### config.mk
export PLATFORM = sky130hd
export DESIGN_NAME = ooCore
export DESIGN_NICKNAME = d
export VERILOG_FILES = /design/src/rtl/corePkg.sv /design/src/rtl/renameStage.sv /design/src/rtl/issueQueue.sv /design/src/rtl/intExecute.sv /design/src/rtl/reorderBuffer.sv /design/src/rtl/ooCore.sv
export VERILOG_INCLUDE_DIRS = /design/src /design/src/include
export SDC_FILE = /design/constraint.sdc
export NUM_CORES = 2
export LEC_CHECK = 0
export BUFFER_PORTS_ARGS = -buffer_cell sky130_fd_sc_hd__clkbuf_2
export CAP_MARGIN = 25
export CORE_AREA = 5 5 420 629
export CTS_CLUSTER_SIZE = 8
export DETAILED_ROUTE_END_ITERATION = 8
export DIE_AREA = 0 0 425 634
export GPL_TIMING_DRIVEN = 0
export PLACE_DENSITY_LB_ADDON = 0.12
export SYNTH_ARGS = -nofsm -noshare
export SYNTH_HDL_FRONTEND = slang
export SYNTH_SLANG_ARGS = --single-unit
### constraint.sdc
create_clock -name clk -period 12 [get_ports clk]
set_clock_uncertainty 0.1 [all_clocks]
set_input_delay 2.4 -clock clk [delete_from_list [all_inputs] [get_ports clk]]
set_output_delay 2.4 -clock clk [all_outputs]
set_load 0.01 [all_outputs]
### src/include/core_params.svh
`ifndef CORE_PARAMS_SVH
`define CORE_PARAMS_SVH

// datapath width.
`define XLEN 32

// registers visible to software.
`define NUM_ARCH_REGS 8

// reorder buffer entries, which also size the tag.
`define ROB_DEPTH 8

// issue queue entries.
`define IQ_DEPTH 4

// cycles from multiply issue to its result on the bus.
`define MUL_LATENCY 4

`endif

### src/rtl/corePkg.sv
`default_nettype none

`include "core_params.svh"

package corePkg;

  typedef logic [`XLEN-1:0] word_t;
  typedef logic [$clog2(`NUM_ARCH_REGS)-1:0] archReg_t;
  typedef logic [$clog2(`ROB_DEPTH)-1:0] robTag_t;
  // tag with one extra wrap bit on top.
  typedef logic [$clog2(`ROB_DEPTH):0] sqN_t;

  typedef enum logic [2:0] {ADD, SUB, AND, OR, XOR, SLL, SRL, MUL} aluOp_e;

  typedef struct packed {
    logic valid;
    aluOp_e op;
    logic useImm;
    archReg_t dst;
    archReg_t src1;
    archReg_t src2;
    word_t imm;
  } dispUop_t;

  typedef struct packed {
    logic valid;
    aluOp_e op;
    robTag_t tag;
    archReg_t dst;
    word_t [1:0] srcValue;
    logic [1:0] srcReady;
    robTag_t [1:0] srcTag;
  } issueUop_t;

  typedef struct packed {
    logic valid;
    robTag_t tag;
    word_t value;
  } resultBus_t;

  typedef struct packed {
    logic valid;
    sqN_t sqN;
    archReg_t dst;
    word_t value;
  } commit_t;

endpackage

`default_nettype wire

### src/rtl/renameStage.sv
`timescale 1ns/1ps
`default_nettype none

`include "core_params.svh"

module renameStage import corePkg::*; (
  input logic clk,
  input logic rstN,
  input dispUop_t inUop,
  output logic inUopReady,
  input logic robFree,
  input logic iqFree,
  output robTag_t robReadTag [2],
  input logic robReadDone [2],
  input word_t robReadValue [2],
  input resultBus_t resultBus,
  input commit_t commit,
  output issueUop_t renUop
);

  localparam int N = `NUM_ARCH_REGS;

  word_t archFile [N];
  logic [N-1:0] mapPending;
  robTag_t mapTag [N];
  sqN_t nextSqN;

  archReg_t srcReg [2];
  logic accepted;
  issueUop_t nextUop;
  issueUop_t renData;
  logic renValid;

  assign inUopReady = robFree && iqFree;
  assign accepted = inUop.valid && inUopReady;
  assign srcReg[0] = inUop.src1;
  assign srcReg[1] = inUop.src2;

  always_comb begin
    nextUop = '0;
    nextUop.valid = 1'b1;
    nextUop.op = inUop.op;
    nextUop.tag = robTag_t'(nextSqN);
    nextUop.dst = inUop.dst;
    for (int k = 0; k < 2; k++) begin
      robReadTag[k] = mapTag[srcReg[k]];
      nextUop.srcTag[k] = mapTag[srcReg[k]];
      nextUop.srcReady[k] = 1'b1;
      if (k == 1 && inUop.useImm) begin
        nextUop.srcValue[k] = inUop.imm;
      end else if (!mapPending[srcReg[k]]) begin
        nextUop.srcValue[k] = archFile[srcReg[k]];
      end else if (robReadDone[k]) begin
        nextUop.srcValue[k] = robReadValue[k];
      end else if (resultBus.valid && resultBus.tag == mapTag[srcReg[k]]) begin
        nextUop.srcValue[k] = resultBus.value;
      end else begin
        // producer still running, wake up later.
        nextUop.srcReady[k] = 1'b0;
      end
    end
  end

  always_ff @(posedge clk or negedge rstN) begin
    if (!rstN) begin
      mapPending <= '0;
      nextSqN <= '0;
      renValid <= 1'b0;
      for (int r = 0; r < N; r++) begin
        archFile[r] <= '0;
      end
    end else begin
      renValid <= accepted;
      if (commit.valid) begin
        archFile[commit.dst] <= commit.value;
      end
      // a newer producer of the same register keeps its mapping.
      for (int r = 0; r < N; r++) begin
        if (commit.valid && mapTag[r] == robTag_t'(commit.sqN)) begin
          mapPending[r] <= 1'b0;
        end
      end
      if (accepted) begin
        mapPending[inUop.dst] <= 1'b1;
        nextSqN <= nextSqN + 1'b1;
      end
    end
  end

  always_ff @(posedge clk) begin
    if (accepted) begin
      mapTag[inUop.dst] <= robTag_t'(nextSqN);
      renData <= nextUop;
    end
  end

  always_comb begin
    renUop = renData;
    renUop.valid = renValid;
  end

  // a rejected micro-op is held until it is taken.
  assert property (@(posedge clk) disable iff (!rstN)
    inUop.valid && !inUopReady |=> $stable(inUop));

endmodule

`default_nettype wire

### src/rtl/issueQueue.sv
`timescale 1ns/1ps
`default_nettype none

`include "core_params.svh"

module issueQueue import corePkg::*; (
  input logic clk,
  input logic rstN,
  input issueUop_t renUop,
  input resultBus_t resultBus,
  output logic iqFree,
  output issueUop_t exUop
);

  localparam int D = `IQ_DEPTH;
  localparam int IW = $clog2(D);
  localparam int CW = $clog2(D + 1);

  issueUop_t entry [D];
  logic [D-1:0] occ;
  // older[i][j] set means entry i arrived before entry j.
  logic [D-1:0] older [D];
  // bit 0 means a multiply result takes the bus next cycle.
  logic [`MUL_LATENCY-2:0] mulResv;

  logic [D-1:0] cand;
  logic [D-1:0] pick;
  logic [IW-1:0] freeIdx;
  logic [CW-1:0] nFree;

  function automatic issueUop_t wake(issueUop_t u, resultBus_t rb);
    issueUop_t w;
    w = u;
    for (int k = 0; k < 2; k++) begin
      if (rb.valid && !u.srcReady[k] && rb.tag == u.srcTag[k]) begin
        w.srcReady[k] = 1'b1;
        w.srcValue[k] = rb.value;
      end
    end
    return w;
  endfunction

  always_comb begin
    freeIdx = '0;
    nFree = '0;
    for (int i = D - 1; i >= 0; i--) begin
      if (!occ[i]) begin
        freeIdx = IW'(i);
        nFree = nFree + 1'b1;
      end
    end
  end

  // keep a slot back for the op still leaving rename.
  assign iqFree = nFree > CW'(renUop.valid);

  always_comb begin
    for (int i = 0; i < D; i++) begin
      cand[i] = occ[i] && (&entry[i].srcReady) && (entry[i].op == MUL || !mulResv[0]);
    end
    for (int i = 0; i < D; i++) begin
      pick[i] = cand[i];
      for (int j = 0; j < D; j++) begin
        if (cand[j] && older[j][i]) pick[i] = 1'b0;
      end
    end
    exUop = '0;
    for (int i = 0; i < D; i++) begin
      if (pick[i]) exUop = entry[i];
    end
    exUop.valid = |pick;
  end

  always_ff @(posedge clk or negedge rstN) begin
    if (!rstN) begin
      occ <= '0;
      mulResv <= '0;
    end else begin
      occ <= occ & ~pick;
      if (renUop.valid) occ[freeIdx] <= 1'b1;
      mulResv <= mulResv >> 1;
      mulResv[`MUL_LATENCY-2] <= exUop.valid && exUop.op == MUL;
    end
  end

  always_ff @(posedge clk) begin
    for (int i = 0; i < D; i++) begin
      entry[i] <= wake(entry[i], resultBus);
    end
    if (renUop.valid) begin
      entry[freeIdx] <= wake(renUop, resultBus);
      older[freeIdx] <= '0;
      for (int j = 0; j < D; j++) begin
        if (j != freeIdx) older[j][freeIdx] <= 1'b1;
      end
    end
  end

  // the age order leaves exactly one oldest candidate.
  assert property (@(posedge clk) disable iff (!rstN)
    $onehot0(pick));

endmodule

`default_nettype wire

### src/rtl/intExecute.sv
`timescale 1ns/1ps
`default_nettype none

`include "core_params.svh"

module intExecute import corePkg::*; (
  input logic clk,
  input logic rstN,
  input issueUop_t exUop,
  output resultBus_t resultBus
);

  localparam int LAT = `MUL_LATENCY;
  localparam int SHW = $clog2(`XLEN);

  word_t opA;
  word_t opB;
  word_t aluResult;

  logic aluValid;
  robTag_t aluTag;
  word_t aluValue;

  logic [LAT-1:0] mulValid;
  robTag_t mulTag [LAT];
  word_t mulProd [LAT];

  assign opA = exUop.srcValue[0];
  assign opB = exUop.srcValue[1];

  always_comb begin
    case (exUop.op)
      ADD: aluResult = opA + opB;
      SUB: aluResult = opA - opB;
      AND: aluResult = opA & opB;
      OR: aluResult = opA | opB;
      XOR: aluResult = opA ^ opB;
      SLL: aluResult = opA << opB[SHW-1:0];
      SRL: aluResult = opA >> opB[SHW-1:0];
      default: aluResult = '0;
    endcase
  end

  always_ff @(posedge clk or negedge rstN) begin
    if (!rstN) begin
      aluValid <= 1'b0;
      mulValid <= '0;
    end else begin
      aluValid <= exUop.valid && exUop.op != MUL;
      mulValid <= {mulValid[LAT-2:0], exUop.valid && exUop.op == MUL};
    end
  end

  always_ff @(posedge clk) begin
    aluTag <= exUop.tag;
    aluValue <= aluResult;
    mulTag[0] <= exUop.tag;
    mulProd[0] <= opA * opB;
    for (int i = 1; i < LAT; i++) begin
      mulTag[i] <= mulTag[i-1];
      mulProd[i] <= mulProd[i-1];
    end
  end

  always_comb begin
    if (aluValid) begin
      resultBus = '{valid: 1'b1, tag: aluTag, value: aluValue};
    end else begin
      resultBus = '{valid: mulValid[LAT-1], tag: mulTag[LAT-1], value: mulProd[LAT-1]};
    end
  end

  // slot reservation in the issue queue keeps the two paths apart.
  assert property (@(posedge clk) disable iff (!rstN)
    !(aluValid && mulValid[LAT-1]));

endmodule

`default_nettype wire

### src/rtl/reorderBuffer.sv
`timescale 1ns/1ps
`default_nettype none

`include "core_params.svh"

module reorderBuffer import corePkg::*; (
  input logic clk,
  input logic rstN,
  input issueUop_t renUop,
  input resultBus_t resultBus,
  output logic robFree,
  input robTag_t robReadTag [2],
  output logic robReadDone [2],
  output word_t robReadValue [2],
  output commit_t commit
);

  localparam int D = `ROB_DEPTH;

  logic [D-1:0] busy;
  logic [D-1:0] done;
  archReg_t dstMem [D];
  word_t valueMem [D];

  sqN_t head;
  sqN_t tail;
  sqN_t count;
  robTag_t headTag;

  assign headTag = robTag_t'(head);
  assign count = tail - head;

  // an op on its way from rename already owns an entry.
  assign robFree = (count + sqN_t'(renUop.valid)) < sqN_t'(D);

  always_comb begin
    for (int k = 0; k < 2; k++) begin
      robReadDone[k] = done[robReadTag[k]];
      robReadValue[k] = valueMem[robReadTag[k]];
    end
  end

  always_comb begin
    commit.valid = busy[headTag] && done[headTag];
    commit.sqN = head;
    commit.dst = dstMem[headTag];
    commit.value = valueMem[headTag];
  end

  always_ff @(posedge clk or negedge rstN) begin
    if (!rstN) begin
      busy <= '0;
      done <= '0;
      head <= '0;
      tail <= '0;
    end else begin
      if (commit.valid) begin
        busy[headTag] <= 1'b0;
        done[headTag] <= 1'b0;
        head <= head + 1'b1;
      end
      if (resultBus.valid) begin
        done[resultBus.tag] <= 1'b1;
      end
      if (renUop.valid) begin
        busy[renUop.tag] <= 1'b1;
        done[renUop.tag] <= 1'b0;
        tail <= tail + 1'b1;
      end
    end
  end

  always_ff @(posedge clk) begin
    if (renUop.valid) begin
      dstMem[renUop.tag] <= renUop.dst;
    end
    if (resultBus.valid) begin
      valueMem[resultBus.tag] <= resultBus.value;
    end
  end

  assert property (@(posedge clk) disable iff (!rstN)
    resultBus.valid |-> busy[resultBus.tag]);

  // rename allocates in the same order as the tail moves.
  assert property (@(posedge clk) disable iff (!rstN)
    renUop.valid |-> renUop.tag == robTag_t'(tail));

endmodule

`default_nettype wire

### src/rtl/ooCore.sv
`timescale 1ns/1ps
`default_nettype none

module ooCore import corePkg::*; (
  input logic clk,
  input logic rstN,
  input dispUop_t inUop,
  output logic inUopReady,
  output commit_t commitOut
);

  issueUop_t renUop;
  issueUop_t exUop;
  resultBus_t resultBus;
  logic robFree;
  logic iqFree;
  robTag_t robReadTag [2];
  logic robReadDone [2];
  word_t robReadValue [2];

  renameStage rn (
    .clk(clk),
    .rstN(rstN),
    .inUop(inUop),
    .inUopReady(inUopReady),
    .robFree(robFree),
    .iqFree(iqFree),
    .robReadTag(robReadTag),
    .robReadDone(robReadDone),
    .robReadValue(robReadValue),
    .resultBus(resultBus),
    .commit(commitOut),
    .renUop(renUop)
  );

  issueQueue iq (
    .clk(clk),
    .rstN(rstN),
    .renUop(renUop),
    .resultBus(resultBus),
    .iqFree(iqFree),
    .exUop(exUop)
  );

  intExecute ex (
    .clk(clk),
    .rstN(rstN),
    .exUop(exUop),
    .resultBus(resultBus)
  );

  reorderBuffer rob (
    .clk(clk),
    .rstN(rstN),
    .renUop(renUop),
    .resultBus(resultBus),
    .robFree(robFree),
    .robReadTag(robReadTag),
    .robReadDone(robReadDone),
    .robReadValue(robReadValue),
    .commit(commitOut)
  );

endmodule

`default_nettype wire

==> run metrics <==
initial antenna violation count 15; Hold Path End ex.mulProd[1][2]; Port Buf Inserts 81; period utilization 0.991; Total Neg Setup Slack 0 ps; grt total ovfl 0; drt first pass iters 6; CTS Buf Count 175; Syn Area/Cell 10.1 um^2; Synth Cell Area 0.0770 mm^2; Hold Path Depth 0; Hold Fails Final Rpt 0; CTS tree yes; initial DRC count 5873; DP HPWL 317000 um; Initial Utilization 0.298; sequential area share after synthesis 0.417; kind of critical path flip-flop to flip-flop; Root Buffer clkbuf_16; Yosys reg bits 1186; post-synth top area cell edfxtp_1; GPL Wtd Cong 1.02; vias in the first global route 66400; most common cell after layout, fill and taps aside nand2_1; async set-reset flop share out of synthesis 0.254; Worst-Margin Slew 1270 ps; RSZ-0062 raised after global routing no; Yosys warning total 0; R2R setup slack 110 ps; Worst R2R Path Depth 35; number of max-cap violations 0; Routed WL 396000 um; crit path capture type flip-flop; Yosys cell types 105; Setup WS pre-CTS -847 ps; Max clock buf depth 4; DIE WIDTH 425 um; outcome finished, final reports clean; CP arrival 12510 ps; # setup viols final 0; nets@finish 8734; later-pin clock latency in the skew report 860 ps; global-route wire length before repair 540000 um; DRC 0; row count 229; layout cell share with drive strength beyond 1 0.112; top cell type's share of synthesized area 0.269; Total Routing Usage GR 0.289; routed len/inst 34.2 um; FF-to-FF End ex.mulProd[0][31]; Synth area leaders edfxtp_1 (27%), fa_1 (11%), dfrtp_1 (9.8%); f_max 0.0841 GHz; largest net degree at the start of global routing 104; Final Max Tran Viols 0; Final WS setup 112 ps; worst path bufs/invs 9; slowest stage cell on the critical path clkinv_1; Top delay family on crit path adder cells; worst-path maximum fanout 11; most frequent cells in the layout nand2_1 (1188), nor2_1 (753), edfxtp_1 (689); clock sink count 1186; min-delay src ex.mulProd[0][2]; H-tree levels 4; Syn Inst Count 7596; Die Ht 634 um; Core ar. 0.258 mm^2; Die Area 0.269 mm^2; slew margin rel. 0.157; FF-to-FF Start iq.entry[1][79]; Startpoint Class flip-flop; DR vias 63700; DR vias/cell 5.49; synthesis-to-layout area growth 15.8%; CP dominant cell by count fa_1; Hold-fix buffers, CTS 0; HP Class flip-flop to flip-flop; Post-synth EDFFs 689; Top FF cell, synth edfxtp_1; Critical Path RT 12620 ps; boundary pin count 89; clk slew on worst S/H paths 80 ps; Antenna Violating Nets Remaining 0; Critical Path Max Stage Delay 970 ps; minimum clock period 11890 ps; syn nets 8285
[registers in the layout (all words and copies together) (netlist names), 24 cells and up]
register      cells
rn.renUop        81
ex.aluValue      32
rn.mapTag        24
rob.valueMem    256
rob.dstMem       24
iq.entry        312
rn.archFile     256
ex.mulProd      128
[cell type report]
cell class              instances  area (um^2)
diodes                         13         32.5
clock buffers                 249         4690
clock inverters                 7          109
well taps                    3465         4340
plain buffers                 551         2340
multi-input cells            5265        40600
inverters                     583         2190
repair buffers                283         2800
flip-flops and latches       1186        32100
fillers                     26400       169000
[worst max-delay path by stage]
stage                          startpoint           endpoint  cells after the start
final                     iq.entry[1][79]  ex.mulProd[0][31]                     35
after global placement    iq.entry[2][79]  ex.mulProd[0][31]                     31
after floorplan           iq.entry[3][79]  ex.mulProd[0][31]                     36
after CTS                 iq.entry[2][79]  ex.mulProd[0][31]                     38
after detailed placement  iq.entry[3][79]  ex.mulProd[0][31]                     35
after global routing      iq.entry[1][79]  ex.mulProd[0][31]                     33
[worst reg2reg max path: cells and delay by family, from the launching register on]
family,cells,cell delay [ps]
fa+ha+maj,10,4500
compound gates,9,3040
buf+inv,9,2250
simple gates,6,1340
flops,1,410
xor+xnor,1,150
[Yosys cell counts (155+ instances only)]
cell,number
nor2_1,756
ha_1,232
dfrtp_1,301
a21oi_1,511
nand3_1,201
mux4_2,219
fa_1,409
dfxtp_1,196
edfxtp_1,689
inv_1,550
mux2i_1,263
xnor2_1,155
nand2_1,1188
clkbuf_1,399
o21ai_0,423
[cell families after synthesis]
family,count (synthesis),synth area share
simple gates,2391,0.129
compound gates,1525,0.126
flops,1186,0.417
buf+inv,1145,0.0587
fa+ha+maj,641,0.144
mux,497,0.100
xor+xnor,211,0.0245
[metal layers]
metal / up-vias / track usage / routed length [um]
met5: - / 0 / 53
met2: 2938 / 0.530 / 204000
met3: 1246 / 0.0471 / 21600
met4: 8 / 0.238 / 41900
met1: 32200 / 0.285 / 129000
li1: 27400 / - / -
[per-stage QoR]
stage	cell area (um^2)	utilization	hold slack, ps	instances
finish	89300	0.345	213	11600
global placement	81800	0.316	211	11100
global route	89200	0.345	215	11600
floorplan	77000	-	210	7596
detailed placement	84100	0.325	212	11300
CTS	89000	0.344	216	11600
[timing repair]
| action | CTS | global route |
|---|---|---|
| pin swaps | 1 | 1 |
| resized for setup | 11 | 10 |
| setup buffers | 5 | 1 |
| setup endpoints to repair | 7 | 5 |
| cloned | 0 | 0 |
Power is not shown: default switching activity piles up to over one toggle a cycle in this logic, so the estimate is an artifact.
